[config.mk]
export PLATFORM = sky130hd
export DESIGN_NAME = decode_stage
export DESIGN_NICKNAME = d
export VERILOG_FILES = /design/src/rtl/rv32i_isa_pkg.sv /design/src/rtl/decode_pipe_pkg.sv /design/src/rtl/control_unit.sv /design/src/rtl/decode_stage.sv /design/src/rtl/id_ex_register.sv /design/src/rtl/operand_select.sv
export VERILOG_INCLUDE_DIRS = /design/src /design/src/rtl
export SDC_FILE = /design/constraint.sdc
export NUM_CORES = 1
export LEC_CHECK = 0
export BUFFER_PORTS_ARGS = -buffer_cell sky130_fd_sc_hd__buf_2
export CORE_MARGIN = 1
export CORE_UTILIZATION = 51
export CTS_BUF_LIST = sky130_fd_sc_hd__clkbuf_2 sky130_fd_sc_hd__clkbuf_4 sky130_fd_sc_hd__clkbuf_8
export CTS_CLUSTER_SIZE = 20
export DETAILED_ROUTE_END_ITERATION = 12
export HOLD_SLACK_MARGIN = 0.08
export PLACE_DENSITY = 0.78
export SLEW_MARGIN = 20
export SYNTH_ARGS = -nofsm -noshare
export SYNTH_HDL_FRONTEND = slang
export SYNTH_HIERARCHICAL = 1
export SYNTH_SLANG_ARGS = --single-unit
export TNS_END_PERCENT = 20
[constraint.sdc]
create_clock -name CLK -period 0.8 [get_ports CLK]
set_input_delay 0.12 -clock CLK [delete_from_list [all_inputs] [get_ports CLK]]
set_output_delay 0.12 -clock CLK [all_outputs]
set_load 0.02 [all_outputs]
[src/rtl/rv32i_consts.svh]
`ifndef RV32I_CONSTS_SVH
`define RV32I_CONSTS_SVH

// datapath widths
`define RV_WORD_W       32
`define RV_REG_ADDR_W   5
`define RV_OPCODE_W     7
`define RV_FUNCT3_W     3
`define RV_ALUOP_W      4

// base opcode encodings
`define OPC_LUI         7'b0110111
`define OPC_AUIPC       7'b0010111
`define OPC_JAL         7'b1101111
`define OPC_JALR        7'b1100111
`define OPC_BRANCH      7'b1100011
`define OPC_LOAD        7'b0000011
`define OPC_STORE       7'b0100011
`define OPC_IMMED       7'b0010011
`define OPC_REGREG      7'b0110011

// instruction field positions
`define RV_RD_LSB       7
`define RV_FUNCT3_LSB   12
`define RV_RS1_LSB      15
`define RV_RS2_LSB      20
`define RV_ALT_BIT      30

`endif

[src/rtl/rv32i_isa_pkg.sv]
`default_nettype none
`include "rv32i_consts.svh"

package rv32i_isa_pkg;

  typedef logic [`RV_WORD_W-1:0]     word_t;
  typedef logic [`RV_REG_ADDR_W-1:0] reg_addr_t;

  // base opcodes, zero for anything not decoded
  typedef enum logic [`RV_OPCODE_W-1:0] {
    OPC_NONE = '0,
    LUI      = `OPC_LUI,
    AUIPC    = `OPC_AUIPC,
    JAL      = `OPC_JAL,
    JALR     = `OPC_JALR,
    BRANCH   = `OPC_BRANCH,
    LOAD     = `OPC_LOAD,
    STORE    = `OPC_STORE,
    IMMED    = `OPC_IMMED,
    REGREG   = `OPC_REGREG
  } opcode_t;

  typedef enum logic [`RV_ALUOP_W-1:0] {
    ALU_ADD  = 4'd0,
    ALU_SUB  = 4'd1,
    ALU_SLL  = 4'd2,
    ALU_SLT  = 4'd3,
    ALU_SLTU = 4'd4,
    ALU_XOR  = 4'd5,
    ALU_SRL  = 4'd6,
    ALU_SRA  = 4'd7,
    ALU_OR   = 4'd8,
    ALU_AND  = 4'd9
  } aluop_t;

  // load and branch kinds follow funct3 directly
  typedef enum logic [`RV_FUNCT3_W-1:0] {
    LB  = 3'b000,
    LH  = 3'b001,
    LW  = 3'b010,
    LBU = 3'b100,
    LHU = 3'b101
  } load_t;

  typedef enum logic [`RV_FUNCT3_W-1:0] {
    BEQ  = 3'b000,
    BNE  = 3'b001,
    BLT  = 3'b100,
    BGE  = 3'b101,
    BLTU = 3'b110,
    BGEU = 3'b111
  } branch_t;

endpackage

`default_nettype wire
[src/rtl/decode_pipe_pkg.sv]
`default_nettype none

package decode_pipe_pkg;

  // alu operand muxes
  typedef enum logic [1:0] {
    A_RS1   = 2'd0,
    A_IMM_S = 2'd1,
    A_PC    = 2'd2,
    A_ZERO  = 2'd3
  } alu_a_sel_t;

  typedef enum logic [1:0] {
    B_RS1   = 2'd0,
    B_RS2   = 2'd1,
    B_IMM   = 2'd2,
    B_IMM_U = 2'd3
  } alu_b_sel_t;

  // early write-back source
  typedef enum logic [1:0] {
    W_ALU   = 2'd0,
    W_PC4   = 2'd1,
    W_IMM_U = 2'd2
  } w_sel_t;

  typedef struct packed {
    rv32i_isa_pkg::opcode_t   opcode;
    rv32i_isa_pkg::aluop_t    alu_op;
    alu_a_sel_t               alu_a_sel;
    alu_b_sel_t               alu_b_sel;
    logic                     imm_shamt_sel;
    w_sel_t                   w_sel;
    logic                     wen;
    logic                     dwen;
    logic                     dren;
    rv32i_isa_pkg::load_t     load_type;
    logic                     jump;
    logic                     j_sel;
    logic                     branch;
    rv32i_isa_pkg::branch_t   branch_type;
    rv32i_isa_pkg::reg_addr_t reg_rs1;
    rv32i_isa_pkg::reg_addr_t reg_rs2;
    rv32i_isa_pkg::reg_addr_t reg_rd;
    logic [11:0]              imm_I;
    logic [11:0]              imm_S;
    logic [12:0]              imm_SB;
    logic [20:0]              imm_UJ;
    logic [4:0]               shamt;
    rv32i_isa_pkg::word_t     imm_U;
  } ctrl_t;

  typedef struct packed {
    rv32i_isa_pkg::word_t instr;
    rv32i_isa_pkg::word_t pc;
  } fetch_decode_t;

  typedef struct packed {
    logic id_ex_flush;
    logic stall;
    logic pc_en;
  } hazard_ctrl_t;

  typedef struct packed {
    rv32i_isa_pkg::word_t port_a;
    rv32i_isa_pkg::word_t port_b;
    rv32i_isa_pkg::word_t j_base;
    rv32i_isa_pkg::word_t j_offset;
    rv32i_isa_pkg::word_t reg_file_wdata;
    rv32i_isa_pkg::word_t pc4;
    rv32i_isa_pkg::word_t imm_sb_ext;
  } operands_t;

  // contents of the id/ex register
  typedef struct packed {
    rv32i_isa_pkg::opcode_t   opcode;
    rv32i_isa_pkg::aluop_t    alu_op;
    alu_a_sel_t               alu_a_sel;
    alu_b_sel_t               alu_b_sel;
    rv32i_isa_pkg::word_t     port_a;
    rv32i_isa_pkg::word_t     port_b;
    rv32i_isa_pkg::word_t     rs1_data;
    rv32i_isa_pkg::word_t     rs2_data;
    rv32i_isa_pkg::reg_addr_t reg_rs1;
    rv32i_isa_pkg::reg_addr_t reg_rs2;
    rv32i_isa_pkg::reg_addr_t reg_rd;
    logic                     wen;
    logic                     dwen;
    logic                     dren;
    rv32i_isa_pkg::load_t     load_type;
    w_sel_t                   w_sel;
    rv32i_isa_pkg::word_t     reg_file_wdata;
    logic                     jump;
    logic                     j_sel;
    rv32i_isa_pkg::word_t     j_base;
    rv32i_isa_pkg::word_t     j_offset;
    logic                     branch;
    rv32i_isa_pkg::branch_t   branch_type;
    rv32i_isa_pkg::word_t     br_imm_sb;
    rv32i_isa_pkg::word_t     pc;
    rv32i_isa_pkg::word_t     pc4;
  } decode_execute_t;

endpackage

`default_nettype wire

[src/rtl/control_unit.sv]
`timescale 1ns/1ns
`default_nettype none
`include "rv32i_consts.svh"

module control_unit (
  input  rv32i_isa_pkg::word_t   instr,
  output decode_pipe_pkg::ctrl_t ctrl
);

  logic [`RV_FUNCT3_W-1:0] funct3;
  logic                    alt;
  rv32i_isa_pkg::opcode_t  opcode_raw;

  assign funct3     = instr[`RV_FUNCT3_LSB +: `RV_FUNCT3_W];
  assign alt        = instr[`RV_ALT_BIT];
  assign opcode_raw = rv32i_isa_pkg::opcode_t'(instr[`RV_OPCODE_W-1:0]);

  // alt bit only turns add into sub for register-register ops
  function automatic rv32i_isa_pkg::aluop_t alu_decode(
    input logic [`RV_FUNCT3_W-1:0] f3,
    input logic                    alt_bit,
    input logic                    reg_reg
  );
    rv32i_isa_pkg::aluop_t op;
    case (f3)
      3'b000:  op = (alt_bit && reg_reg) ? rv32i_isa_pkg::ALU_SUB : rv32i_isa_pkg::ALU_ADD;
      3'b001:  op = rv32i_isa_pkg::ALU_SLL;
      3'b010:  op = rv32i_isa_pkg::ALU_SLT;
      3'b011:  op = rv32i_isa_pkg::ALU_SLTU;
      3'b100:  op = rv32i_isa_pkg::ALU_XOR;
      3'b101:  op = alt_bit ? rv32i_isa_pkg::ALU_SRA : rv32i_isa_pkg::ALU_SRL;
      3'b110:  op = rv32i_isa_pkg::ALU_OR;
      default: op = rv32i_isa_pkg::ALU_AND;
    endcase
    return op;
  endfunction

  always_comb begin
    ctrl = '0;

    // register fields and raw immediates are always sliced
    ctrl.reg_rs1 = instr[`RV_RS1_LSB +: `RV_REG_ADDR_W];
    ctrl.reg_rs2 = instr[`RV_RS2_LSB +: `RV_REG_ADDR_W];
    ctrl.reg_rd  = instr[`RV_RD_LSB +: `RV_REG_ADDR_W];
    ctrl.imm_I   = instr[31:20];
    ctrl.imm_S   = {instr[31:25], instr[11:7]};
    ctrl.imm_SB  = {instr[31], instr[7], instr[30:25], instr[11:8], 1'b0};
    ctrl.imm_UJ  = {instr[31], instr[19:12], instr[20], instr[30:21], 1'b0};
    ctrl.shamt   = instr[24:20];
    ctrl.imm_U   = {instr[31:12], 12'b0};

    case (opcode_raw)
      rv32i_isa_pkg::REGREG: begin
        ctrl.opcode    = opcode_raw;
        ctrl.alu_op    = alu_decode(funct3, alt, 1'b1);
        ctrl.alu_a_sel = decode_pipe_pkg::A_RS1;
        ctrl.alu_b_sel = decode_pipe_pkg::B_RS2;
        ctrl.wen       = 1'b1;
      end
      rv32i_isa_pkg::IMMED: begin
        ctrl.opcode        = opcode_raw;
        ctrl.alu_op        = alu_decode(funct3, alt, 1'b0);
        ctrl.alu_a_sel     = decode_pipe_pkg::A_RS1;
        ctrl.alu_b_sel     = decode_pipe_pkg::B_IMM;
        // shifts take shamt instead of the I immediate
        ctrl.imm_shamt_sel = (funct3 == 3'b001) || (funct3 == 3'b101);
        ctrl.wen           = 1'b1;
      end
      rv32i_isa_pkg::LOAD: begin
        ctrl.opcode    = opcode_raw;
        ctrl.alu_a_sel = decode_pipe_pkg::A_RS1;
        ctrl.alu_b_sel = decode_pipe_pkg::B_IMM;
        ctrl.dren      = 1'b1;
        ctrl.wen       = 1'b1;
        ctrl.load_type = rv32i_isa_pkg::load_t'(funct3);
      end
      rv32i_isa_pkg::STORE: begin
        // address is imm_S plus rs1
        ctrl.opcode    = opcode_raw;
        ctrl.alu_a_sel = decode_pipe_pkg::A_IMM_S;
        ctrl.alu_b_sel = decode_pipe_pkg::B_RS1;
        ctrl.dwen      = 1'b1;
      end
      rv32i_isa_pkg::LUI: begin
        ctrl.opcode    = opcode_raw;
        ctrl.alu_a_sel = decode_pipe_pkg::A_ZERO;
        ctrl.alu_b_sel = decode_pipe_pkg::B_IMM_U;
        ctrl.w_sel     = decode_pipe_pkg::W_IMM_U;
        ctrl.wen       = 1'b1;
      end
      rv32i_isa_pkg::AUIPC: begin
        ctrl.opcode    = opcode_raw;
        ctrl.alu_a_sel = decode_pipe_pkg::A_PC;
        ctrl.alu_b_sel = decode_pipe_pkg::B_IMM_U;
        ctrl.wen       = 1'b1;
      end
      rv32i_isa_pkg::JAL: begin
        ctrl.opcode = opcode_raw;
        ctrl.jump   = 1'b1;
        ctrl.j_sel  = 1'b1;
        ctrl.w_sel  = decode_pipe_pkg::W_PC4;
        ctrl.wen    = 1'b1;
      end
      rv32i_isa_pkg::JALR: begin
        ctrl.opcode = opcode_raw;
        ctrl.jump   = 1'b1;
        ctrl.w_sel  = decode_pipe_pkg::W_PC4;
        ctrl.wen    = 1'b1;
      end
      rv32i_isa_pkg::BRANCH: begin
        ctrl.opcode      = opcode_raw;
        ctrl.alu_a_sel   = decode_pipe_pkg::A_RS1;
        ctrl.alu_b_sel   = decode_pipe_pkg::B_RS2;
        ctrl.branch      = 1'b1;
        ctrl.branch_type = rv32i_isa_pkg::branch_t'(funct3);
      end
      default: begin
        // unknown opcode leaves every control at zero
      end
    endcase
  end

endmodule

`default_nettype wire

[src/rtl/decode_stage.sv]
`timescale 1ns/1ns
`default_nettype none

module decode_stage (
  input  logic                             CLK,
  input  logic                             nRST,
  input  logic                             halt,
  input  decode_pipe_pkg::fetch_decode_t   fetch_decode,
  input  decode_pipe_pkg::hazard_ctrl_t    hazard,
  input  rv32i_isa_pkg::word_t             rs1_data,
  input  rv32i_isa_pkg::word_t             rs2_data,
  output rv32i_isa_pkg::reg_addr_t         reg_rs1,
  output rv32i_isa_pkg::reg_addr_t         reg_rs2,
  output decode_pipe_pkg::decode_execute_t decode_execute
);

  decode_pipe_pkg::ctrl_t     ctrl;
  decode_pipe_pkg::operands_t ops;

  // read addresses go to the register file and the hazard unit
  assign reg_rs1 = ctrl.reg_rs1;
  assign reg_rs2 = ctrl.reg_rs2;

  control_unit u_control_unit (
    .instr (fetch_decode.instr),
    .ctrl  (ctrl)
  );

  operand_select u_operand_select (
    .ctrl     (ctrl),
    .pc       (fetch_decode.pc),
    .rs1_data (rs1_data),
    .rs2_data (rs2_data),
    .ops      (ops)
  );

  id_ex_register u_id_ex_register (
    .CLK            (CLK),
    .nRST           (nRST),
    .halt           (halt),
    .hazard         (hazard),
    .ctrl           (ctrl),
    .ops            (ops),
    .rs1_data       (rs1_data),
    .rs2_data       (rs2_data),
    .pc             (fetch_decode.pc),
    .decode_execute (decode_execute)
  );

endmodule

`default_nettype wire

[src/rtl/id_ex_register.sv]
`timescale 1ns/1ns
`default_nettype none

module id_ex_register (
  input  logic                             CLK,
  input  logic                             nRST,
  input  logic                             halt,
  input  decode_pipe_pkg::hazard_ctrl_t    hazard,
  input  decode_pipe_pkg::ctrl_t           ctrl,
  input  decode_pipe_pkg::operands_t       ops,
  input  rv32i_isa_pkg::word_t             rs1_data,
  input  rv32i_isa_pkg::word_t             rs2_data,
  input  rv32i_isa_pkg::word_t             pc,
  output decode_pipe_pkg::decode_execute_t decode_execute
);

  decode_pipe_pkg::decode_execute_t next_de;
  logic                             bubble;
  logic                             advance;

  // bubble wins over advance
  assign bubble  = ((hazard.id_ex_flush | hazard.stall) & hazard.pc_en) | halt;
  assign advance = hazard.pc_en & ~hazard.stall;

  always_comb begin
    next_de.opcode         = ctrl.opcode;
    next_de.alu_op         = ctrl.alu_op;
    next_de.alu_a_sel      = ctrl.alu_a_sel;
    next_de.alu_b_sel      = ctrl.alu_b_sel;
    next_de.port_a         = ops.port_a;
    next_de.port_b         = ops.port_b;
    next_de.rs1_data       = rs1_data;
    next_de.rs2_data       = rs2_data;
    next_de.reg_rs1        = ctrl.reg_rs1;
    next_de.reg_rs2        = ctrl.reg_rs2;
    next_de.reg_rd         = ctrl.reg_rd;
    next_de.wen            = ctrl.wen;
    next_de.dwen           = ctrl.dwen;
    next_de.dren           = ctrl.dren;
    next_de.load_type      = ctrl.load_type;
    next_de.w_sel          = ctrl.w_sel;
    next_de.reg_file_wdata = ops.reg_file_wdata;
    next_de.jump           = ctrl.jump;
    next_de.j_sel          = ctrl.j_sel;
    next_de.j_base         = ops.j_base;
    next_de.j_offset       = ops.j_offset;
    next_de.branch         = ctrl.branch;
    next_de.branch_type    = ctrl.branch_type;
    next_de.br_imm_sb      = ops.imm_sb_ext;
    next_de.pc             = pc;
    next_de.pc4            = ops.pc4;
  end

  always_ff @(posedge CLK, negedge nRST) begin
    if (!nRST) begin
      decode_execute <= '0;
    end else if (bubble) begin
      decode_execute <= '0;
    end else if (advance) begin
      decode_execute <= next_de;
    end
  end

endmodule

`default_nettype wire

[src/rtl/operand_select.sv]
`timescale 1ns/1ns
`default_nettype none

module operand_select (
  input  decode_pipe_pkg::ctrl_t     ctrl,
  input  rv32i_isa_pkg::word_t       pc,
  input  rv32i_isa_pkg::word_t       rs1_data,
  input  rv32i_isa_pkg::word_t       rs2_data,
  output decode_pipe_pkg::operands_t ops
);

  rv32i_isa_pkg::word_t imm_i_ext;
  rv32i_isa_pkg::word_t imm_s_ext;
  rv32i_isa_pkg::word_t imm_sb_ext;
  rv32i_isa_pkg::word_t imm_uj_ext;
  rv32i_isa_pkg::word_t imm_b;
  rv32i_isa_pkg::word_t pc4;

  // sign extension of the raw immediates
  assign imm_i_ext  = {{20{ctrl.imm_I[11]}}, ctrl.imm_I};
  assign imm_s_ext  = {{20{ctrl.imm_S[11]}}, ctrl.imm_S};
  assign imm_sb_ext = {{19{ctrl.imm_SB[12]}}, ctrl.imm_SB};
  assign imm_uj_ext = {{11{ctrl.imm_UJ[20]}}, ctrl.imm_UJ};

  // shift amount is zero extended
  assign imm_b = ctrl.imm_shamt_sel ? {27'b0, ctrl.shamt} : imm_i_ext;
  assign pc4   = pc + 32'd4;

  always_comb begin
    case (ctrl.alu_a_sel)
      decode_pipe_pkg::A_RS1:   ops.port_a = rs1_data;
      decode_pipe_pkg::A_IMM_S: ops.port_a = imm_s_ext;
      decode_pipe_pkg::A_PC:    ops.port_a = pc;
      default:                  ops.port_a = '0;
    endcase

    case (ctrl.alu_b_sel)
      decode_pipe_pkg::B_RS1: ops.port_b = rs1_data;
      decode_pipe_pkg::B_RS2: ops.port_b = rs2_data;
      decode_pipe_pkg::B_IMM: ops.port_b = imm_b;
      default:                ops.port_b = ctrl.imm_U;
    endcase

    // jal uses pc relative, jalr uses rs1 relative
    if (ctrl.j_sel) begin
      ops.j_base   = pc;
      ops.j_offset = imm_uj_ext;
    end else begin
      ops.j_base   = rs1_data;
      ops.j_offset = imm_i_ext;
    end

    case (ctrl.w_sel)
      decode_pipe_pkg::W_PC4:   ops.reg_file_wdata = pc4;
      decode_pipe_pkg::W_IMM_U: ops.reg_file_wdata = ctrl.imm_U;
      default:                  ops.reg_file_wdata = '0;
    endcase

    ops.pc4        = pc4;
    ops.imm_sb_ext = imm_sb_ext;
  end

endmodule

`default_nettype wire

Word-level counts from Yosys, hierarchy flattened
Cells that the tools add are included.

storage, ports and cells
  output and inout port bits = 374
  word-level logic and storage cells = 85
  input bits = 134
  register bits after elaboration = 364

cells by class
  muxes and demuxes = 22
  equality and inequality tests = 21
  reduce and logical (&&, ||, !) cells = 10
  bitwise operators = 5
  add/subtract/negate cells = 1

operators with widths
  cell                                                                    number
  364-bit two-way mux                                                     2
  32-bit case mux with 3 select lines                                     2
  64-bit two-way mux                                                      1
  32-bit case mux with 2 select lines                                     1
  4-bit case mux with 7 select lines                                      2
  32-bit by 3-bit adder with 32-bit output (second input constant)        1
  32-bit two-way mux                                                      1
  7-bit by 6-bit equality test with 1-bit output (second input constant)  3
  7-bit equality test (second input constant)                             3
  4-bit case mux with 5 select lines                                      1
  7-bit by 5-bit equality test with 1-bit output (second input constant)  2
  3-bit equality test (second input constant)                             3
  9-bit OR reduction                                                      1
  4-bit two-way mux                                                       2
  4-bit case mux with 2 select lines                                      1
  7-bit by 2-bit equality test with 1-bit output (second input constant)  1
  1-bit two-way mux                                                       7
  7-bit two-way mux                                                       1
  7-bit OR reduction                                                      1
  2-bit by 1-bit equality test with 1-bit output (second input constant)  3
  2-bit equality test (second input constant)                             3
  3-bit by 2-bit equality test with 1-bit output (second input constant)  2
  2-bit OR reduction                                                      3
  2-bit logical NOT                                                       2
  other kinds (8)                                                         10

Longest topological paths before layout
Gate-level depths: netlist of run 1.

  depth after elaboration = 7
  depth in mapped cells = 13
  mapped depth without buffers = 11

Cells and area by module
The synthesis of run 1 kept the hierarchy.

by module, submodules not included
  module          times used  sequential area each (um2)  cells an instance  area an instance (um2)
  id_ex_register  1           9108.7                      1657               18398.9
  operand_select  1           0.0                         503                3856.2
  control_unit    1           0.0                         180                1248.7

Worst setup path before layout of run 1
Ideal clock, no wire load.

  path type = input to register
  from = input fetch_decode[37] (netlist name)
  to = register, netlist name u_id_ex_register/decode_execute[121]
  path slack = -1.594 ns
  cell stages on the path = 12
  buffers on the path = 5
  data arrival time = 2.316 ns
  path through = clkbuf_2 -> nand3b_1 -> nor2_1 -> and2_1 -> clkbuf_1 -> buf_1 -> clkbuf_1 -> nand2_1 -> nand2_1 -> buf_4 -> nand4bb_1 -> a21oi_1

RTL lines
  element      line               RTL
  from (decl)  decode_stage.sv:8  input decode_pipe_pkg::fetch_decode_t fetch_decode,

==> metrics, run 1 <==
WL per Instance=27.7 um; overall routing resource usage=0.412; synthesized cell area=between 20000 and 25000 um^2; unrepaired setup endpoints after global routing=true; slowest cell delay on critical path=about 0.52 ns; TritonRoute pass-1 iters=6; Crit path required time=1.33 ns; DR top layer=met5; Syn Inst Count=around 2300; post-synth top area cell=dfrtp_1; Distinct cells, synth=55; routed wl met2=about 46 mm; share of cells above drive strength 1=0.397; Achievable Freq=0.630 GHz; CTS Buf Count=between 60 and 70; Initial Utilization=0.518; wire length on met1=36.4 mm; Post-Route WL=a little over 100 mm; Regs by FF count=u_id_ex_register/decode_execute (364); clock latency on the worst-skew pair=0.63 ns; vias in the first global route=22700; Overflow after GRT=0; Seq. cell area=9110 um^2; Top reg by flops=u_id_ex_register/decode_execute; failing checks=negative hold slack, negative setup slack; RD Place Congestion=0.953; most common library cell in the layout ignoring fill and taps=nand2b_1; Cells after DPL=3358; Inserted Diodes=0; multi-input logic area=12600 um^2; commonest non-fill, non-tap cells in the layout=nand2b_1, nand4bb_1, dfrtp_1, a21oi_1, buf_2; ys async rst share=1.00; Max Slew Vio Count=0; HP Start=halt; Critical R2R Launch=u_id_ex_register/decode_execute[244]; clk slew on worst S/H paths=0.06 ns; Finish-stage setup viols=589; Relative slew margins=0.524; run status=complete, but fails checks; top cells by area, synth=dfrtp_1, nand4bb_1, nand2b_1; Root Driver=clkbuf_8; CTS tree=done; die height=217 um; EDFF count, synth=0; leak pwr=14.3 nW; Final ANT Viol Nets=0; initial antenna violation count=4; max cap viols=0; FF+latch count, synth=roughly 360; fin util=0.730; worst setup path category=in -> reg; CTS max path bufs=3; worst hold path class=in -> reg; first-pass GRT wire length=145 mm; Final Hold Viols=2; worst slew pin tran=around 0.71 ns; port bufs=507; yosys warns=6; routed vias/inst=around 6.3; Main synth FF type=dfrtp_1; final critical-path required period=1.59 ns; max reg flops=364; worst hold slack=-0.167 ns; setup ws final=-0.788 ns; Crit Path Max Fanout=8; Synth-to-Final Area Change=40.9%; post-DP HPWL=64.6 mm; total die area=46900 um^2; drt drc=0; Max VDD drop=1.25 mV; CORE AREA=approximately 45000 um^2; register area share after synthesis=0.388; hold path depth=2; Yosys top cell area share=0.388; Placement Cell Area=about 28000 um^2; worst r2r path cells=2; CTS sink cnt=roughly 360; met3 WL=11.0 mm; worst path cell trace=buf_6 -> nand3b_1 -> buf_6 -> o32a_1 -> nor3_4 -> buf_12 -> buf_16 -> mux4_2 -> nand4bb_1 -> a21oi_2; Iter 0 DRT Violations=about 2900; die width=217 um; syn avg cell area=~10 um^2; critical path arrival=2.12 ns; fin crit share=1.99; crit path max-delay cell type=mux4_2; largest net degree at the start of global routing=87; cell area after layout=33100 um^2; IO Count=approximately 510; CP Launch Point=fetch_decode[36]; clk_skew=0 ns; fin nets=3167; pwr dens=roughly 1400 nW/um^2; Crit path top cell by count=buf_6; H-tree depth=3; routed vias=about 23000; Fillers=3071; Cell Count, Final, Fillers Out=around 3700; # rows=between 70 and 80; Startpoint Class=input pin; Crit. End Element=flop
cells by family after synthesis:
family	share of synthesized area
AOI/OAI and AO/OA	0.108
xor gates and xnor gates	0.00969
adders and majority gates	0.00160
buffers and inverters	0.110
DFF	0.388
muxes	0.0620
other	0.000160
and+or+nand+nor	0.321
cells in the mapped netlist, types with 2 or more instances:
cell	count
nand4_1	12
buf_1	8
and3_1	7
and2_1	9
dfrtp_1	364
a21oi_1	380
inv_1	5
or4b_1	3
buf_4	165
buf_6	43
ha_1	3
a221o_1	2
nor4_1	2
nor2_1	29
clkbuf_1	174
or2_2	3
a211o_1	2
a211oi_1	6
nand4_2	3
nor4b_1	2
and4_1	6
nand3b_1	2
o21a_1	3
nand2b_1	369
nand4bb_1	364
mux4_2	26
xor2_1	11
a22oi_1	13
mux2i_1	32
nand3_1	24
buf_2	29
a32oi_1	8
o211ai_1	13
xnor2_1	15
a22o_1	7
nor2b_1	12
clkbuf_2	3
or4_1	6
nand2_1	62
o21ai_0	36
nor3_1	15
mux2_2	49
metrics by stage:
step	power, mW	setup WS, ns	hold WS, ns	TNS, ns
after global placement	26.9	-1.40	-0.0150	-252.29
after detailed placement	27.0	-1.46	-0.0184	-261.26
after global routing	48.9	-0.828	-0.184	-312.21
after floorplan	23.8	-1.16	-0.176	-173.78
after CTS	46.9	-0.715	-0.208	-352.22
final	47.5	-0.788	-0.167	-293.79
report_power, final:
group | total (mW) | switching, mW | internal [mW] | leakage [nW]
registers | 19.1 | 0.282 | 18.8 | 5.03
clock network | 19.2 | 8.43 | 10.8 | 0.757
logic | 9.23 | 5.03 | 4.20 | 8.56
final timing paths:
kind / endpoint / slack (ns)
max: u_id_ex_register/decode_execute[312] / -0.79
min: u_id_ex_register/decode_execute[10] / -0.17
max reg2reg: u_id_ex_register/decode_execute[244] / -0.13
min reg2reg: u_id_ex_register/decode_execute[89] / 0.53
max in group asynchronous: u_id_ex_register/decode_execute[309] / -0.24
min in group asynchronous: u_id_ex_register/decode_execute[329] / 0.16
layout make-up:
cell class / instances / area share
Clock inverter: 6 / 0.000907
Clock buffer: 110 / 0.0415
Sequential cell: 364 / 0.275
Tap cell: 600 / 0.0227
Timing Repair Buffer: 1027 / 0.278
Multi-Input combinational cell: 1562 / 0.381
Inverter: 6 / 0.000755
worst max-delay path: cells and delay by family:
| family | cells | cell delay, ns |
|---|---|---|
| simple gates | 3 | 0.57 |
| mux | 1 | 0.52 |
| buf+inv | 4 | 0.59 |
| compound gates | 2 | 0.30 |
routing by layer:
| metal | up-vias | track usage |
|---|---|---|
| met5 | - | 0 |
| met2 | 1679 | 0.632 |
| li1 | 9685 | - |
| met3 | 461 | 0.111 |
| met4 | 8 | 0.303 |
| met1 | 11400 | 0.497 |
what timing repair did:
action | 4_1_cts | 5_1_grt
setup endpoints to repair | 566 | 673
buffers inserted | 45 | 17
hold buffers | 132 | 2
resized for setup | 355 | 243
cloned | 4 | 7
pin swaps | 27 | 78
endpoints found under the hold margin | 726 | 197
(Power assumes the default switching activity.)
==> run 2, diff against run 1 <==
--- a/config.mk
+++ b/config.mk
@@ -7,16 +7,14 @@
 export NUM_CORES = 1
 export LEC_CHECK = 0
 export BUFFER_PORTS_ARGS = -buffer_cell sky130_fd_sc_hd__buf_2
-export CORE_MARGIN = 1
-export CORE_UTILIZATION = 51
+export CORE_AREA = 2 2 199 201
 export CTS_BUF_LIST = sky130_fd_sc_hd__clkbuf_2 sky130_fd_sc_hd__clkbuf_4 sky130_fd_sc_hd__clkbuf_8
 export CTS_CLUSTER_SIZE = 20
 export DETAILED_ROUTE_END_ITERATION = 12
+export DIE_AREA = 0 0 201 203
 export HOLD_SLACK_MARGIN = 0.08
-export PLACE_DENSITY = 0.78
 export SLEW_MARGIN = 20
 export SYNTH_ARGS = -nofsm -noshare
 export SYNTH_HDL_FRONTEND = slang
-export SYNTH_HIERARCHICAL = 1
 export SYNTH_SLANG_ARGS = --single-unit
 export TNS_END_PERCENT = 20
==> metrics, run 2 <==
Max Slew Vio Count=0 (unchanged); worst slew pin tran=0.687 ns (-0.0262 ns); Crit path top cell by count=buf_6; overall routing resource usage=0.318 (-0.0935); worst setup path category=in -> reg; run status=complete, but fails checks; worst hold slack=-0.0458 ns (+0.121 ns); Achievable Freq=0.614 GHz (-2.5%); max cap viols=0 (unchanged); FF+latch count, synth=315 (-13%); Final ANT Viol Nets=0 (unchanged); total die area=40800 um^2 (-13%); top cells by count, synth=dfrtp_1, o21ai_0, a22o_1, nand2_1, a22oi_1; die height=203 um (-6.3%); Crit. End Element=flop; Seq pwr share=0.425 (+0.024); share of cells above drive strength 1=0.469 (+0.0715); Psw=10.5 mW (-23%); RD Place Congestion=0.910 (-4.5%); Regs by FF count=u_id_ex_register.decode_execute (315); CTS max path bufs=3 (unchanged); worst path cell trace=buf_6 -> buf_6 -> dlygate4sd3_1 -> ha_4 -> and2_4 -> buf_6 -> nand4_1 -> nor4_4 -> xnor2_2 -> o21ai_1; die width=201 um (-7.2%); fin nets=2230 (-30%); most common library cell in the layout ignoring fill and taps=dfrtp_1; Net Count, Synth=1434; first-pass GRT wire length=97.1 mm (-33%); drt drc=0 (unchanged); switch share=0.271 (-0.0186); Iter 0 DRT Violations=1108 (-61%); post-DP HPWL=46.2 mm (-29%); routed vias/inst=5.53 (-12%); critical path arrival=2.16 ns (+0.04 ns); Main synth FF type=dfrtp_1; syn avg cell area=10.7 um^2 (+6.9%); Finish-stage setup viols=579 (-1.7%); Distinct cells, synth=59 (+7.3%); port bufs=506 (-0.20%); clk_skew=0 ns (unchanged); routed vias=14700 (-37%); IO Count=508 (unchanged); vias in the first global route=14800 (-35%); Fillers=3105 (+1.1%); leak pwr=11.8 nW (-17%); setup ws final=-0.830 ns (-0.0414 ns); Relative slew margins=0.542 (+0.0177); Crit path required time=1.33 ns (about the same); max reg flops=315 (-13%); Overflow after GRT=0 (unchanged); CTS tree=done; unrepaired setup endpoints after global routing=true; Synth-to-Final Area Change=69.2%; CORE AREA=38500 um^2 (-15%); top cells by area, synth=dfrtp_1, a22o_1, o21ai_0; crit path max-delay cell type=dlygate4sd3_1; commonest non-fill, non-tap cells in the layout=dfrtp_1, buf_2, buf_6, buf_4, a22o_1; Clock power frac=0.430 (+0.025); TNS Setup=-231.56 ns (+62.22 ns); CTS sink cnt=315 (-13%); pwr dens=1650 nW/um^2 (+15%); Post-Route WL=68.3 mm (-33%); Seq. cell area=7890 um^2 (-13%); Syn Inst Count=1296 (-45%); yosys warns=0 (-6); WL per Instance=25.7 um (-7.3%); TritonRoute pass-1 iters=5 (-1); Max VDD drop=1.05 mV (-16%); Comb pwr share=0.145 (-0.049); failing checks=negative hold slack, negative setup slack; synthesized cell area=13900 um^2 (-41%); fin util=0.612 (-0.118); Yosys top cell area share=0.567 (+0.179); ys async rst share=1.00 (unchanged); CTS Buf Count=55 (-20%); post-synth top area cell=dfrtp_1; Initial Utilization=0.362 (-0.156); fin crit share=2.04 (+0.0517); slowest cell delay on critical path=0.67 ns (+0.15 ns); pre-CTS setup slack=-0.993 ns (+0.464 ns); register area share after synthesis=0.567 (+0.179); # rows=72 (-7.7%); final critical-path required period=1.63 ns (+0.0414 ns); Top reg by flops=u_id_ex_register.decode_execute; Startpoint Class=input pin; multi-input logic area=5670 um^2 (-55%); initial antenna violation count=4 (unchanged); P_int=28.3 mW (-16%); Crit Path Max Fanout=3 (-5); H-tree depth=2 (-1); EDFF count, synth=0 (unchanged); CP delay by family, top=buffers and inverters; Final Hold Viols=2 (unchanged); CP Buf/Inv Count=4 (unchanged); count leader, synth=dfrtp_1; worst hold path class=in -> reg; largest net degree at the start of global routing=60 (-31%); clock latency on the worst-skew pair=0.63 ns (about the same); clk slew on worst S/H paths=0.06 ns (about the same); Root Driver=clkbuf_8
## run 2: changes by cell type after synthesis, sizes merged, moves of 24 or more
cell	previous run	this run
a21o	0	24
a21oi	380	75
a22o	7	133
a22oi	13	79
buf	245	106
clkbuf	177	68
dfrtp	364	315
mux2	49	0
mux2i	32	6
mux4	26	0
nand2	62	113
nand2b	369	0
nand4bb	365	0
o21ai	36	173
## run 2: power groups by stage
stage               logic [mW]  clock network [mW]  registers (mW)
finish                    5.65                16.7            16.5
global route              5.94                17.6            16.5
CTS                       5.25                16.9            16.5
detailed placement        4.41                   0            16.7
global placement          4.38                   0            16.7
floorplan                 1.29                   0            17.1
## run 2: through the flow
stage / std cells / cell area [um^2] / total power, mW
final: 2657 / 23500 / 38.9
after global routing: 2656 / 23500 / 40.1
after CTS: 2621 / 22300 / 38.7
after detailed placement: 2356 / 18400 / 21.1
after global placement: 2356 / 18400 / 21.1
after floorplan: 1296 / 14100 / 18.4
## run 2: per-layer routing
layer  track usage  up-vias  part of all wire
li1              -     6325                 -
met1         0.412     7367              0.39
met2         0.499      820              0.47
met3        0.0817      179             0.096
met4         0.152        0             0.043
met5             0        -                 0
## run 2: layout make-up
class                      count  area share
multi-input combinational    799       0.241
tap                          518      0.0275
clock buffer                  88      0.0467
sequential                   315       0.335
antenna                        5    0.000532
clock inverter                11     0.00574
timing repair buffer         912       0.342
inverter                       9     0.00144
## run 2: path summary, 6_finish.rpt
| path | startpoint | to | slack, ns | depth (start not counted) |
|---|---|---|---|---|
| max | fetch_decode[3] | u_id_ex_register.decode_execute[194] | -0.83 | 10 |
| min | fetch_decode[2] | u_id_ex_register.decode_execute[169] | -0.05 | 4 |
| max reg2reg | u_id_ex_register.decode_execute[295] | u_id_ex_register.decode_execute[295] | -0.14 | 3 |
| min reg2reg | u_id_ex_register.decode_execute[309] | u_id_ex_register.decode_execute[309] | 0.47 | 1 |
| max in group asynchronous | nRST | u_id_ex_register.decode_execute[8] | 0.17 | 3 |
| min in group asynchronous | nRST | u_id_ex_register.decode_execute[202] | 0.06 | 3 |
## run 2: cell families after synthesis
group	count (synthesis)	share of synthesized area
AOI/OAI and AO/OA	527	0.255
DFF	315	0.567
and+or+nand+nor	232	0.0813
buffers and inverters	183	0.0713
xor gates and xnor gates	28	0.0176
muxes	6	0.00432
adders and majority gates	4	0.00360
other	1	0.000270
## run 2: tightest hold or removal path: cells and delay by family
kind,cells,cell delay [ns]
buf+inv,2,0.19
fa+ha+maj,1,0.13
compound gates,1,0.12
## run 2: repair_timing
action                                  4_1_cts  5_1_grt
gates resized for setup                     355      263
hold endpoints to repair                    615       68
gates cloned                                  0        6
setup buffers                                31       18
hold buffers                                135       20
pin swaps                                    12       41
endpoints found under the setup margin      569      791
==> run 3, diff against run 2 <==
--- a/config.mk
+++ b/config.mk
@@ -6,13 +6,15 @@
 export SDC_FILE = /design/constraint.sdc
 export NUM_CORES = 1
 export LEC_CHECK = 0
+export ABC_AREA = 1
 export BUFFER_PORTS_ARGS = -buffer_cell sky130_fd_sc_hd__buf_2
-export CORE_AREA = 2 2 199 201
+export CORE_AREA = 2 2 195 197
 export CTS_BUF_LIST = sky130_fd_sc_hd__clkbuf_2 sky130_fd_sc_hd__clkbuf_4 sky130_fd_sc_hd__clkbuf_8
 export CTS_CLUSTER_SIZE = 20
 export DETAILED_ROUTE_END_ITERATION = 12
-export DIE_AREA = 0 0 201 203
+export DIE_AREA = 0 0 197 199
 export HOLD_SLACK_MARGIN = 0.08
+export PLACE_DENSITY = 0.66
 export SLEW_MARGIN = 20
 export SYNTH_ARGS = -nofsm -noshare
 export SYNTH_HDL_FRONTEND = slang
==> constraint.sdc (replaced) <==
create_clock -name CLK -period 1.55 [get_ports CLK]
set_input_delay 0.2325 -clock CLK [delete_from_list [all_inputs] [get_ports CLK]]
set_output_delay 0.2325 -clock CLK [all_outputs]
set_load 0.02 [all_outputs]
==> metrics, run 3 <==
Crit path required time=1.32 ns (about the same); clk_skew=0 ns (unchanged); Distinct cells, synth=31 (-47%); Max Slew Vio Count=0 (unchanged); overall routing resource usage=0.338 (+0.0202); count leader, synth=nand2_1; Initial Utilization=0.398 (+0.0363); syn avg cell area=8.01 um^2 (-25%); r2r endpoint=u_id_ex_register.decode_execute[157]; setup ws final=-0.0834 ns (+0.746 ns); die height=199 um (-2.0%); max cap viols=0 (unchanged); routed vias/inst=5.22 (-5.6%); unrepaired setup endpoints after global routing=true; clock latency on the worst-skew pair=0.63 ns (about the same); post-synthesis xor/xnor area fraction=0 (-0.0176); Top reg by flops=u_id_ex_register.decode_execute; most common library cell in the layout ignoring fill and taps=nand2_1; total die area=39200 um^2 (-3.9%); Power, Total=20.1 mW (-48%); vias in the first global route=15600 (+5.7%); Startpoint Class=flop; largest family of logic cells by synthesized area=simple AND/OR/NAND/NOR gates; Overflow after GRT=0 (unchanged); run status=complete, but fails checks; Synth Area in Simple Gates=0.239 (+0.158); Achievable Freq=0.612 GHz; largest net degree at the start of global routing=69 (+15%); Synth Area in Adders=0.00339 (-0.000211); EDFF count, synth=0 (unchanged); WL per Instance=21.9 um (-15%); drt drc=0 (unchanged); max reg flops=315 (unchanged); CORE AREA=37100 um^2 (-3.5%); worst setup path category=reg -> out; post-DP HPWL=50.8 mm (+10%); first-pass GRT wire length=98.3 mm (+1.3%); share of cells above drive strength 1=0.321 (-0.147); port bufs=506 (unchanged); fin nets=2702 (+21%); RD Place Congestion=0.941 (+3.5%); Final Hold Viols=0 (-2); Syn Inst Count=1845 (+42%); final critical-path required period=1.63 ns; worst r2r path cells=3 (unchanged); top cells by area, synth=dfrtp_1, nand2_1, o21ai_0; critical path arrival=1.40 ns (-0.76 ns); worst hold path class=in -> async; fin util=0.584 (-0.0281); timing endpoint of the critical path=decode_execute[127]; Root Driver=clkbuf_8; leak pwr=12.3 nW (+3.9%); CTS max path bufs=3 (unchanged); Critical R2R Launch=u_id_ex_register.decode_execute[157]; IO Count=508 (unchanged); # rows=71 (-1.4%); CP Launch Point=u_id_ex_register.decode_execute[130]; yosys warns=0 (unchanged); Finish-stage setup viols=38 (-93%); TritonRoute pass-1 iters=7 (+2); Crit Path Max Fanout=32 (+29); synthesized cell area=14800 um^2 (+6.2%); post-synthesis mux area share=0 (-0.00432); Synth Area in Compound Gates=0.135 (-0.120); routed vias=16100 (+9.6%); top cells by count, synth=nand2_1, dfrtp_1, o21ai_0, nor2_1, o21ai_1; Synth-to-Final Area Change=46.7%; TNS Setup=-2.54 ns (+229.03 ns); Final ANT Viol Nets=0 (unchanged); worst slew pin tran=0.549 ns (-0.138 ns); die width=197 um (-2.0%); pwr dens=929 nW/um^2 (-44%); Max VDD drop=0.604 mV (-42%); ys async rst share=1.00 (unchanged); clk slew on worst S/H paths=0.06 ns (about the same); H-tree depth=2 (unchanged); CTS Buf Count=54 (-1.8%); R2R setup slack=0.38 ns (+0.52 ns); Relative slew margins=0.632 (+0.0900); post-synth top area cell=dfrtp_1; Regs by FF count=u_id_ex_register.decode_execute (315); Iter 0 DRT Violations=1185 (+6.9%); FF+latch count, synth=315 (unchanged); initial antenna violation count=3 (-1); register area share after synthesis=0.533 (-0.0332); Net Count, Synth=1983 (+38%); Crit. End Element=output pin; Main synth FF type=dfrtp_1; commonest non-fill, non-tap cells in the layout=nand2_1, buf_2, dfrtp_1, o21ai_0, buf_4; pre-CTS setup slack=-0.290 ns (+0.703 ns); CTS sink cnt=315 (unchanged); fin crit share=1.05; Post-Route WL=67.6 mm (-1.1%); Yosys top cell area share=0.533 (-0.0332); failing checks=negative setup slack; CTS tree=done
-- run 3: changes by cell type in the layout (fill, tap and decap cells not counted), sizes merged, moves of 89 or more --
| cell | before | now |
|---|---|---|
| a22o | 133 | 33 |
| buf | 771 | 682 |
| inv | 9 | 117 |
| nand2 | 113 | 650 |
| nand3 | 15 | 108 |
| o21ai | 173 | 274 |
-- run 3: layout make-up --
| type | instances | area (um^2) |
|---|---|---|
| tap | 474 | 593 |
| sequential | 315 | 7880 |
| multi-input combinational | 1257 | 5710 |
| clock buffer | 91 | 1160 |
| inverter | 117 | 465 |
| timing repair buffer | 819 | 5730 |
| antenna | 2 | 5.00 |
| fill | 3361 | 15500 |
| clock inverter | 10 | 130 |
-- run 3: kinds of logic after synthesis --
logic type / after synthesis
fa+ha+maj: 4
flops: 315
buf+inv: 273
compound gates: 365
simple gates: 887
other cells: 1
-- run 3: power breakdown --
| group | internal [mW] | switching (mW) | leakage, nW |
|---|---|---|---|
| Combinational | 1.01 | 1.73 | 7.29 |
| Sequential | 8.42 | 0.125 | 4.35 |
| Clock | 5.20 | 3.66 | 0.678 |
-- run 3: critical path: stages (launching register included) --
cell and delay (ns):
dfrtp_1 0.40, buf_12 0.18, buf_2 0.18
-- run 3: stage by stage --
stage	cells	area, um^2	hold WS, ns
3_3_place_gp	2844	18900	0.179
5_1_grt	3083	21700	0.116
3_5_place_dp	2844	18900	0.188
2_1_floorplan	1845	14900	-0.0631
4_1_cts	3082	21600	0.0909
6_report	3085	21700	0.117
-- run 3: routing by layer --
metal / track usage / wire length (um) / vias up
li1: - / - / 7353
met1: 0.418 / 26100 / 7672
met2: 0.558 / 31600 / 883
met3: 0.0839 / 6250 / 192
met4: 0.158 / 3530 / 4
met5: 0 / 21 / -
-- run 3: worst min path at each step --
stage / start / cells past startpoint / slack (ns) / end
6_report: nRST / 2 / 0.12 / u_id_ex_register.decode_execute[315]
4_1_cts: nRST / 2 / 0.09 / u_id_ex_register.decode_execute[246]
5_1_grt: nRST / 2 / 0.12 / u_id_ex_register.decode_execute[315]
3_3_place_gp: nRST / 1 / 0.18 / u_id_ex_register.decode_execute[312]
3_5_place_dp: nRST / 1 / 0.19 / u_id_ex_register.decode_execute[246]
2_1_floorplan: nRST / 0 / -0.06 / u_id_ex_register.decode_execute[0]
-- run 3: what timing repair did --
item,4_1_cts,5_1_grt
endpoints found under the hold margin,569,3
setup endpoints to repair,33,68
buffers inserted,1,1
hold buffers,136,1
pin swaps,0,5
cloned,0,0
gates resized for setup,4,39
